### config.mk
export PLATFORM = sky130hd
export DESIGN_NAME = complexMixer
export DESIGN_NICKNAME = d
export VERILOG_FILES = /design/src/common/ddcPkg.sv /design/src/logic/complexMixer.sv
export SDC_FILE = /design/constraint.sdc
export NUM_CORES = 2
export LEC_CHECK = 0
export BUFFER_PORTS_ARGS = -buffer_cell sky130_fd_sc_hd__buf_2
export CAP_MARGIN = 40
export CORE_ASPECT_RATIO = 1.25
export CORE_UTILIZATION = 71
export CTS_CLUSTER_SIZE = 16
export DETAILED_ROUTE_END_ITERATION = 6
export PLACE_DENSITY_LB_ADDON = 0.1
export SETUP_SLACK_MARGIN = 0.4
export SYNTH_ARGS = -nofsm -noshare
export SYNTH_HDL_FRONTEND = slang
export SYNTH_SLANG_ARGS = --single-unit
### constraint.sdc
create_clock -name clk -period 12.5 [get_ports clk]
set_clock_uncertainty 0.15 [all_clocks]
set_input_delay 0.625 -clock clk [delete_from_list [all_inputs] [get_ports clk]]
set_output_delay 0.625 -clock clk [all_outputs]
set_load 0.01 [all_outputs]
### src/common/ddcPkg.sv
package ddcPkg;

    typedef logic signed [17:0]  sampleT;
    typedef logic signed [47:0]  cicAccT;
    typedef logic [31:0]         freqT;
    typedef logic [4:0]          gainExpT;
    typedef logic [15:0]         gainManT;

    // Scratch width for intermediate products before saturation
    typedef logic signed [127:0] wideT;

    localparam sampleT sampleMax = 18'sd131071;
    localparam sampleT sampleMin = -sampleMax - 18'sd1;

    localparam int cicStages   = 3;
    localparam int padBits     = $bits(cicAccT) - $bits(sampleT);
    localparam int mixFracBits = $bits(sampleT) - 1;

    function automatic sampleT satSample(wideT value);
        if (value > wideT'(sampleMax)) begin
            return sampleMax;
        end
        if (value < wideT'(sampleMin)) begin
            return sampleMin;
        end
        return sampleT'(value);
    endfunction

endpackage
### src/logic/complexMixer.sv
`timescale 1ns/1ps

module complexMixer (
    input  logic            clk,
    input  logic            reset,
    input  logic            sync,
    input  ddcPkg::sampleT  aI,
    input  ddcPkg::sampleT  aQ,
    input  ddcPkg::sampleT  bI,
    input  ddcPkg::sampleT  bQ,
    output logic            syncOut,
    output ddcPkg::sampleT  pI,
    output ddcPkg::sampleT  pQ
);

    localparam logic signed [36:0] roundHalf = 37'sd1 <<< (ddcPkg::mixFracBits - 1);

    logic signed [35:0] prodII, prodQQ, prodIQ, prodQI;
    logic signed [36:0] sumRe, sumIm;
    logic [1:0]         syncPipe;

    always_ff @(posedge clk) begin
        if (reset) begin
            syncPipe <= '0;
            syncOut  <= 1'b0;
        end else begin
            syncPipe <= {syncPipe[0], sync};
            syncOut  <= syncPipe[1];
        end
    end

    always_ff @(posedge clk) begin
        prodII <= aI * bI;
        prodQQ <= aQ * bQ;
        prodIQ <= aI * bQ;
        prodQI <= aQ * bI;
        // Rounding constant folded into the adder stage
        sumRe  <= 37'(prodII) - 37'(prodQQ) + roundHalf;
        sumIm  <= 37'(prodIQ) + 37'(prodQI) + roundHalf;
        pI     <= ddcPkg::satSample(ddcPkg::wideT'(sumRe >>> ddcPkg::mixFracBits));
        pQ     <= ddcPkg::satSample(ddcPkg::wideT'(sumIm >>> ddcPkg::mixFracBits));
    end

endmodule

Yosys cells after proc, flatten, opt, wreduce, memory -nomap -nowiden:

Cells that the tools add are included.

* flip-flop bits (word level): 257
* logic and storage cells: 36

* $add $sub $neg: 4
* multipliers: 4
* $lt $le $gt $ge: 4
* mux-type cells: 14

Operators with widths (number)
* multiplier 18 x 18 -> 36 bit: 4
* two-way mux 18 bit: 8
* adder 37 x 18 -> 37 bit, second input constant: 2
* > comparator 20 x 18 -> 1 bit, second input constant: 2
* less-than comparator 20 x 18 -> 1 bit, second input constant: 2
* adder 36 x 36 -> 37 bit: 1
* subtractor 36 x 36 -> 37 bit: 1
* two-way mux 1 bit: 6

Logic depth before layout (Yosys ltp):

* depth in word-level cells: 5
* mapped depth: 27

Least setup slack after synthesis:

Ideal clock, no wire load.

* kind: input -> register
* start point: input aI[17]
* end point: register prodII[35]
* library setup time: 72 ps
* arrival: 6436 ps
* path slack: 5842 ps
* cell stages on the path: 21
* path buffers: 2
* cells stage by stage: clkbuf_1 clkbuf_1 nand2_1 fa_1 inv_1 fa_1 inv_1 fa_1 fa_1 fa_1 fa_1 inv_1 ha_1 a21oi_1 o21ai_0 nor3_1 o21ai_1 a31o_2 a221o_1 a21oi_1 xnor2_1

* cells in the longest elaborated chain, start to end: 1

RTL lines
* from (decl): line complexMixer.sv:7 `input ddcPkg::sampleT aI,`
* multiplier 18 x 18 -> 36 bit: line complexMixer.sv:33 `prodII <= aI * bI;`
* to (signal assigned): line complexMixer.sv:33
* to (decl): line complexMixer.sv:18 `logic signed [35:0] prodII, prodQQ, prodIQ, prodQI;`

Every way passes these cells.
A chain may end at the register's enable or synchronous reset.

Worst setup path after layout:

* start point: input bI[17]
* end point: register prodQI[35]

* cells in the longest elaborated chain, start to end: 1

RTL lines
* from (decl): line complexMixer.sv:9 `input ddcPkg::sampleT bI,`
* multiplier 18 x 18 -> 36 bit: line complexMixer.sv:36 `prodQI <= aQ * bI;`
* to (signal assigned): line complexMixer.sv:36
* to (decl): line complexMixer.sv:18

Every way passes these cells.

==> summary.md <==
| Metric | Value |
|---|---|
| Worst-path clk slew | `60 ps` |
| Most common cell in the synthesized netlist | `inv_1` |
| CTS Buf Count | `29` |
| Post-DP HPWL | `106 mm` |
| Clk_lat worst skew | `620 ps` |
| Cells after Synth | `6,150` |
| Crit end category | `flop` |
| Placer Congestion | `0.944` |
| Critical path launch point type | `primary input` |
| Pin count of the biggest net entering global routing | `37` |
| Detail Route Antenna Nets | `0` |
| Critical Path, Cell by Cell | `buf_2, clkinv_1, buf_4, nor2_1, fa_1, fa_1, fa_1, fa_1, fa_1, inv_1, fa_1, inv_1, ha_1, and3_1, nor2b_1, a221oi_1, nand3_1, a211o_1, nand2_1, o2111ai_1, a21oi_1, xnor2_1` |
| Hold Vio Cnt, Final | `0` |
| Place WS | `4870 ps` |
| Register-to-register setup slack | `8400 ps` |
| Initial antenna violation count | `4` |
| I/O Buffers | `111` |
| Synth area leaders | `fa_1, ha_1, inv_1` |
| Vias per inst | `5.66` |
| Core area | `just under 80,000 um2` |
| Slew headroom | `about 34%` |
| Highest-delay cell along the critical path | `clkinv_1` |
| WP data arrival | `7480 ps` |
| Setup TNS | `0 ps` |
| Top cell type's share of synthesized area | `46.3%` |
| Syn_area_per_cell | `between 9 and 10 um2` |
| First-pass GRT wire length | `230 mm` |
| CP delay by family, top | `adder cells` |
| Starting DRC count in detailed routing | `2,609` |
| Final min period | `around 7000 ps` |
| RSZ-0062 raised after global routing | `no` |
| N_diodes | `0` |
| Max Fclk | `141 MHz` |
| Die width | `255 um` |
| Post-synthesis cell type count | `between 70 and 80` |
| Max cap viols | `0` |
| Root Buffer | `clkbuf_16` |
| Setup Buffers After CTS | `0` |
| CTS resizes | `0` |
| CTS Buffer Depth | `3` |
| Yosys top cell by area | `fa_1` |
| Fill cells | `between 5,000 and 6,000` |
| HP Class | `in -> reg` |
| Layout area overhead | `3.71%` |
| Register area | `between 4000 and 5000 um2` |
| Global-route usage over all layers | `36.7%` |
| Netlist Area Pre-Place | `56,900 um2` |
| CTS H-tree lvls | `1` |
| Share of cells above drive strength 1 | `3.71%` |
| Final period util | `56.7%` |
| Synth Warn # | `0` |
| Kind of critical path | `in -> reg` |
| Post-synth top flop | `dfxtp_1` |
| Number of synthesized register bits | `223` |
| DIE AREA | `81,200 um2` |
| Synth Net Count | `slightly above 8,000` |
| Hold slack | `45.4 ps` |
| Total grt overflow | `0` |
| Multi-input gate area | `45,600 um2` |
| Worst Path Buf+Inv | `5` |
| Final setup margin | `~5400 ps` |
| DRC | `0` |
| Top Ports | `112` |
| CP required | `12,890 ps` |
| # hold bufs at CTS | `0` |
| Vias in the first global route | `44,500` |
| Via count | `40,300` |
| Crit path top cell by count | `fa_1` |
| Drt total wl | `137 mm` |
| Status | `completed` |
| Initial Util | `a little under three quarters` |
| Max incr delay on CP | `650 ps` |
| Final Util | `74.6%` |
| Setup violators final | `0` |
| Synth cell count leaders | `inv_1, fa_1, and2_1, nand2_1, ha_1` |
| Max FO, Critical Path | `15` |
| FFs w/ async S/R, synth | `0%` |
| Row Count | `between 100 and 150` |
| Post-synthesis sequential area ratio | `under 10%` |
| Worst Tran Pin Value | `989 ps` |
| Final nets | `roughly 7,900` |
| EDFF count, synth | `0` |
| CTS tree | `yes` |
| Drt pass-1 iters | `6` |
| CTS Sinks | `223` |
| WL/cell | `19.3 um` |
| Die H | `318 um` |
| Fin. max-slew vios | `0` |
==> kinds of logic after synthesis <==
| kind of cell | Yosys count | synth area share [%] |
|---|---|---|
| adders and majority gates | 1826 | 57.6 |
| AOI/OAI and AO/OA | 419 | 5.04 |
| and+or+nand+nor | 1682 | 14.7 |
| DFF | 223 | 7.85 |
| buffers and inverters | 1817 | 12.0 |
| xor gates and xnor gates | 181 | 2.79 |
| muxes | 2 | 0.0352 |
==> cell type report <==
type / instances / share of cell area, %
tap: 1053 / 2.23
clock inverter: 18 / 0.293
timing repair buffer: 147 / 1.50
sequential: 223 / 7.57
multi-input combinational: 4110 / 77.3
inverter: 1533 / 9.76
clock buffer: 36 / 1.36
==> cell usage in the layout, fill, tap and decap left out, types with 8 or more instances in the layout <==
master	count
and3_1	14
o21ai_0	57
nand3_1	36
nor3_1	29
nor2_1	207
clkbuf_16	29
o21ai_1	12
ha_1	510
fa_1	1316
dfxtp_1	223
buf_2	112
nand2_1	634
inv_1	1531
xor2_1	39
o21bai_1	17
and2_1	654
a211o_1	8
nand4_1	13
a31oi_1	13
nand2b_1	35
a21o_1	72
nor2b_1	27
a211oi_1	16
a21oi_1	115
buf_4	30
xnor2_1	142
o21a_1	29
or3_1	10
==> through the flow <==
step,cells,cell area (um2)
finish,7120,59000
CTS,7120,59000
global placement,7058,57900
floorplan,6150,56900
global route,7120,59000
detailed placement,7066,58000
==> final timing paths <==
kind	from	endpoint	cells after the start
max	bI[17]	prodQI[35]	22
min	reset	syncOut	2
max reg2reg	prodQI[5]	sumIm[36]	12
min reg2reg	sumRe[36]	pI[17]	0
==> worst register-to-register path, delay by kind of cell, from the launching register on <==
family          cells  cell delay [ps]
compound gates      8             2590
fa+ha+maj           2              580
buf+inv             1              250
flops               1              320
mux                 1              130
==> sequential cells by signal, summed over array words and instances, names as in the netlist <==
name,cells
pI,18
pQ,18
prodII,36
prodIQ,36
prodQI,36
prodQQ,36
sumIm,20
sumRe,20
syncOut,1
syncPipe,2
==> routing by layer <==
metal | global-route usage, % | vias to the layer above | routed length (um)
met5 | 0 | - | 55
met4 | 24.1 | 8 | 11400
met3 | 5.18 | 412 | 9290
met2 | 60.0 | 1502 | 65600
met1 | 45.5 | 20600 | 50900
li1 | - | 17800 | -
Power is left out: the tool's default activity adds up to more than one toggle a clock period on the data nets, which glitch-free logic cannot reach.
