<file path="config.mk">
export PLATFORM = sky130hd
export DESIGN_NAME = halfbandDecimate
export DESIGN_NICKNAME = d
export VERILOG_FILES = /design/src/common/ddcPkg.sv /design/src/logic/halfbandDecimate.sv
export SDC_FILE = /design/constraint.sdc
export NUM_CORES = 1
export LEC_CHECK = 0
export BUFFER_PORTS_ARGS = -buffer_cell sky130_fd_sc_hd__buf_2
export CORE_MARGIN = 1
export CORE_UTILIZATION = 62
export DETAILED_ROUTE_END_ITERATION = 6
export PLACE_DENSITY = 0.85
export SYNTH_ARGS = -nofsm -noshare
export SYNTH_HDL_FRONTEND = slang
export SYNTH_SLANG_ARGS = --single-unit
</file>
<file path="constraint.sdc">
create_clock -name clk -period 4.8 [get_ports clk]
set_clock_uncertainty 0.15 [all_clocks]
set_input_delay 0.48 -clock clk [delete_from_list [all_inputs] [get_ports clk]]
set_output_delay 0.48 -clock clk [all_outputs]
set_load 0.05 [all_outputs]
</file>
<file path="src/common/ddcPkg.sv">
package ddcPkg;

    typedef logic signed [17:0]  sampleT;
    typedef logic signed [47:0]  cicAccT;
    typedef logic [31:0]         freqT;
    typedef logic [4:0]          gainExpT;
    typedef logic [15:0]         gainManT;

    // Scratch width for intermediate products before saturation
    typedef logic signed [127:0] wideT;

    localparam sampleT sampleMax = 18'sd131071;
    localparam sampleT sampleMin = -sampleMax - 18'sd1;

    localparam int cicStages   = 3;
    localparam int padBits     = $bits(cicAccT) - $bits(sampleT);
    localparam int mixFracBits = $bits(sampleT) - 1;

    function automatic sampleT satSample(wideT value);
        if (value > wideT'(sampleMax)) begin
            return sampleMax;
        end
        if (value < wideT'(sampleMin)) begin
            return sampleMin;
        end
        return sampleT'(value);
    endfunction

endpackage
</file>
<file path="src/logic/halfbandDecimate.sv">
`timescale 1ns/1ps

module halfbandDecimate (
    input  logic            clk,
    input  logic            reset,
    input  logic            sync,
    input  ddcPkg::sampleT  iIn,
    input  ddcPkg::sampleT  qIn,
    output logic            syncOut,
    output ddcPkg::sampleT  iOut,
    output ddcPkg::sampleT  qOut
);

    localparam int numTaps   = 7;
    localparam int coefShift = 5;

    ddcPkg::sampleT     chanIn [2];
    ddcPkg::sampleT     line [2][numTaps];
    logic signed [18:0] outerSum [2];
    logic signed [18:0] innerSum [2];
    ddcPkg::sampleT     center [2];
    logic signed [23:0] weighted [2];
    ddcPkg::sampleT     chanOut [2];
    logic               oddPhase;
    logic [2:0]         validPipe;

    assign chanIn[0] = iIn;
    assign chanIn[1] = qIn;
    assign iOut      = chanOut[0];
    assign qOut      = chanOut[1];

    always_ff @(posedge clk) begin
        if (reset) begin
            oddPhase  <= 1'b0;
            validPipe <= '0;
            syncOut   <= 1'b0;
        end else begin
            if (sync) begin
                oddPhase <= ~oddPhase;
            end
            validPipe <= {validPipe[1:0], sync & oddPhase};
            syncOut   <= validPipe[2];
        end
    end

    always_ff @(posedge clk) begin
        for (int c = 0; c < 2; c++) begin
            if (sync) begin
                line[c][0] <= chanIn[c];
                for (int k = 1; k < numTaps; k++) begin
                    line[c][k] <= line[c][k-1];
                end
            end
            // Symmetric taps share one adder per pair
            outerSum[c] <= 19'(line[c][0]) + 19'(line[c][6]);
            innerSum[c] <= 19'(line[c][2]) + 19'(line[c][4]);
            center[c]   <= line[c][3];
            // -1, 9, 16 as shifts and adds
            weighted[c] <= (24'(innerSum[c]) <<< 3) + 24'(innerSum[c])
                         + (24'(center[c]) <<< 4) - 24'(outerSum[c]);
            if (validPipe[2]) begin
                chanOut[c] <= ddcPkg::satSample(ddcPkg::wideT'(
                    (weighted[c] + 24'sd16) >>> coefShift));
            end
        end
    end

    assert property (@(posedge clk) disable iff (reset) syncOut |=> !syncOut);

endmodule

</file>
After elaboration in Yosys (flattened, before gate mapping):

Memory sizes are Yosys's and may differ from the RTL's.
Cells that the tools add are included.

* add/sub/neg operators: 12
* $mul: 0
* divide/modulo/power cells: 0
* magnitude comparators: 4
* equality and inequality tests: 0
* shift-type cells: 0
* mux-type cells: 24
* bitwise operators: 2
* reduce and logical (&&, ||, !) cells: 0

Operators with widths (count)
* two-way mux 18 bit: 10
* adder 18 x 18 -> 19 bit: 4
* adder 24 x 6 -> 25 bit (second input constant): 2
* adder 23 x 22 -> 24 bit: 2
* subtractor 24 x 19 -> 24 bit: 2
* adder 22 x 19 -> 23 bit: 2
* > comparator 20 x 18 -> 1 bit (second input constant): 2
* less-than comparator 20 x 18 -> 1 bit (second input constant): 2
* two-way mux 1 bit: 14
* bitwise AND 1 bit: 1
* inverter 1 bit: 1

* bits in registers: 5
* latch bits: 0
* memory bits (writable): 448
* memory bits (read-only): 0
* input bits: 39
* output and inout bits: 37
* word-level logic and storage cells: 51
* memories: 6

Memory list
* line: words 2, width 126, rd ports 2, clocked after memory_dff 0, write ports 2, line halfbandDecimate.sv:18 `ddcPkg::sampleT line [2][numTaps];`
* weighted: words 2, width 24, rd ports 2, clocked after memory_dff 0, write ports 2, line halfbandDecimate.sv:22 `logic signed [23:0] weighted [2];`
* innerSum: words 2, width 19, rd ports 2, clocked after memory_dff 0, write ports 2, line halfbandDecimate.sv:20 `logic signed [18:0] innerSum [2];`
* outerSum: words 2, width 19, rd ports 2, clocked after memory_dff 0, write ports 2, line halfbandDecimate.sv:19 `logic signed [18:0] outerSum [2];`
* center: words 2, width 18, rd ports 2, clocked after memory_dff 0, write ports 2, line halfbandDecimate.sv:21 `ddcPkg::sampleT center [2];`
* chanOut: words 2, width 18, rd ports 2, clocked after memory_dff 0, write ports 2, line halfbandDecimate.sv:23 `ddcPkg::sampleT chanOut [2];`

Depth between registers and ports, before layout:

An unclocked memory read counts as a cell.

* depth after elaboration: 10
* mapped depth: 13
* gate-level depth less buffers: 13

Worst setup path after synthesis:

OpenSTA, ideal clock, no wires.

* kind: reg2reg
* start point: memory outerSum[0][6]
* end point: memory weighted[0][23]
* setup time: 0.124 ns
* data arrival time: 3.188 ns
* required time: 4.526 ns
* slack: 1.339 ns
* stages on the path, launching flop included: 14
* buffers on the path: 0
* clock period less this slack: 3.461 ns
* cells stage by stage: dfxtp_1 > inv_1 > fa_1 > inv_1 > fa_1 > inv_1 > ha_1 > o21a_1 > o21ai_2 > a221o_1 > a211oi_4 > a41o_2 > a311oi_2 > xnor2_1

RTL lines (line)
* start, declared: halfbandDecimate.sv:19
* end, declared: halfbandDecimate.sv:22

==> impl_metrics.ini <==
[outcome]
status = finished, final reports clean

[sta]
min_period_over_period = 0.780
rsz0062_at_grt = no
setup_slack_ns = 1.06
setup_viol = 0
fmax_mhz = 267
setup-tns-final_ns = 0
tightestPinTransition_ns = 0.917
maxSlewHeadroom = 0.389
period_minus_slack_ns = 3.74
hold_viol_final = 0
slew_violations = 0

[power]
power_density_nw_per_um2 = 625
vdd_drop_max_uv = 385
switching_power_mw = 5.00
clockPowerShare = 0.239
power_mw = 14.3
leakage_nw = 9.69
pwr-share-comb = 0.402
pwr-share-seq = 0.358
internal_power_mw = 9.33
p_sw_frac = 0.349

[detailed_routing]
routed_via_density = 5.47
drc = 0
wl_um = 36200
detail_route.first_pass.iterations = 7
wl_met1_um = 14000
dr_total_vias = 12000
post_drt_wl_per_cell_um = 16.5
routed.top_layer = met4
ant_nets = 0
wl_met3_um = 1480
drt_iter0_drc = 801
dr_wl_met2_um = 19400

[critical_path]
crit_required_ns = 5.12
critPathKind = register to register
cp_max_fo = 4
cp-start-kind = register
worst_ep_arrival_time_ns = 4.06
worstSetupEndpointType = register

[global_routing]
grt_remaining_overflow = 0
grt_usage = 0.224
grt_max_degree = 110
grt_pass1_wl_um = 58900
first_global_vias = 12500
antenna_found_initial = 0

[clock_tree]
cts_num_sinks = 445
tritoncts = built
cts_setup_buffers = 0
cts_inserted_buffers = 45
clk_latency_ns = 0.55
cts_root_buffer = clkbuf_16
cts_buffer_depth = 3
path_clk_slew_ns = 0.06
cts_max_level = 2

[placement]
gp_congestion = 0.871
dp_hpwl_um = 24900
dp_slack_ns = 1.12
portBuffers = 75

[die]
placement_rows = 65
start_util = 0.635
ios = 76
dieWidth_um = 182
die-area_um2 = 33300
core_area_um2 = 31800
die_y_um = 182

[synth]
postSynthAreaPerCell_um2 = 12.8
postSynthCellCount = 1578
syn-cell-area_um2 = 20200
yosys_warnings = 0
synth_mux_area_frac = 0.00149
ys_types = 74
synth_compound_area_frac = 0.0946
synthFlopType = edfxtp_1
yosysTopAreaCell = edfxtp_1
synth.ff_latch_count = 445
synth_nets = 1821
netlist_top_cells_area = edfxtp_1, dfxtp_1, ha_1
seq_area_frac_synth = 0.584
synth_top_family_by_area = adder cells
synth_edf_count = 288
synth_top_area_frac = 0.429
synth-adder-area-share = 0.155
async_reset_ff_frac = 0
synth_simple_gate_area_share = 0.0632
synth_xor_area_frac = 0.0530

[cells_and_area]
layout.area.seq_um2 = 11800
final_nets = 1970
area_delta_synth_final_pct = 13.6
diodes = 0
fillers = 1966
multi_input_area_um2 = 7410
final_cell_mix = edfxtp_1, inv_1, dfxtp_1
mostFrequentLayoutCell = edfxtp_1
final_layout_size_suffix_gt1_frac = 0.0953

[worst_hold_path]
worstHoldPathType = register to register

[job]
drv_cap = 0
## power by group through the flow
stage | logic, mW | clock network, mW | registers, mW
2_1_floorplan | 4.58 | 0 | 5.12
3_3_place_gp | 5.37 | 0 | 5.18
3_5_place_dp | 5.67 | 0 | 5.21
4_1_cts | 5.75 | 3.49 | 5.13
5_1_grt | 6.53 | 3.64 | 5.19
6_report | 5.77 | 3.43 | 5.14
## flip-flops by register name, summed over array words and instances (netlist names)
name	cells
center	36
innerSum	38
line	252
weighted	40
oddPhase	1
validPipe	3
outerSum	38
syncOut	1
chanOut	36
## synthesized netlist by cell type (3+ instances only)
master	number
a211o_1	4
xor2_1	40
a21oi_1	76
o21ai_0	67
nand3_1	34
and4_1	5
and3_1	10
o21bai_1	8
a2111oi_0	3
a2bb2oi_1	3
o2111ai_1	4
a21o_1	34
a21boi_0	4
ha_1	128
clkbuf_1	10
a31oi_1	13
and2_1	4
a211oi_1	5
fa_1	76
o21a_1	19
o211ai_1	10
nand4_1	10
nand4b_1	3
or3_1	5
inv_1	249
edfxtp_1	288
nand2b_1	11
nor3_1	26
nand2_1	47
xnor2_1	82
mux2i_1	3
nor2_1	69
a21oi_2	4
nor2b_1	16
dfxtp_1	157
## worst max-delay path, stage by stage, from the launching register on
cell	delay (ns)
dfxtp_1	0.31
inv_1	0.05
fa_1	0.55
fa_1	0.43
ha_1	0.35
and3_1	0.20
a31oi_1	0.39
a211oi_1	0.25
nor3_1	0.50
o21bai_1	0.18
a21oi_1	0.21
xnor2_1	0.13
## repair_timing
item                                   in CTS  in global routing
endpoints found under the hold margin      40                  0
hold buffers                               37                  0
resized for setup                           0                  0
## layer usage
layer | GRT usage | up-vias
li1 | - | 5797
met1 | 0.254 | 5802
met2 | 0.423 | 310
met3 | 0.0287 | 107
met4 | 0.0908 | 0
met5 | 0 | -
## final timing paths
check | slack (ns) | from | endpoint | cells past startpoint
max reg2reg | 1.06 | outerSum[0][23]$_DFF_P_ | weighted[0][37]$_DFF_P_ | 11
max | 1.06 | outerSum[0][23]$_DFF_P_ | weighted[0][37]$_DFF_P_ | 11
min reg2reg | 0.22 | line[0][70]$_DFFE_PP_ | center[0][16]$_DFF_P_ | 0
min | 0.22 | line[0][70]$_DFFE_PP_ | center[0][16]$_DFF_P_ | 0
## area by class of cell
type                       count  area share
tap                          435      0.0237
sequential                   445       0.514
inverter                     249      0.0408
timing repair buffer         114      0.0342
multi-input combinational    872       0.323
clock buffer                  70      0.0605
clock inverter                13     0.00366
## through the flow
step	instances	hold WS (ns)	instance area, um2	utilization
5_1_grt	2198	0.229	22900	0.721
2_1_floorplan	1578	0.193	20200	-
3_5_place_dp	2078	0.209	21100	0.663
6_report	2198	0.223	22900	0.721
4_1_cts	2198	0.226	22900	0.721
3_3_place_gp	2078	0.199	21100	0.663
## cells by family after synthesis
family	after synthesis
AOI/OAI and AO/OA	288
xor gates and xnor gates	122
adders and majority gates	204
buffers and inverters	261
DFF	445
muxes	3
and+or+nand+nor	255
(Power assumes the default switching activity.)
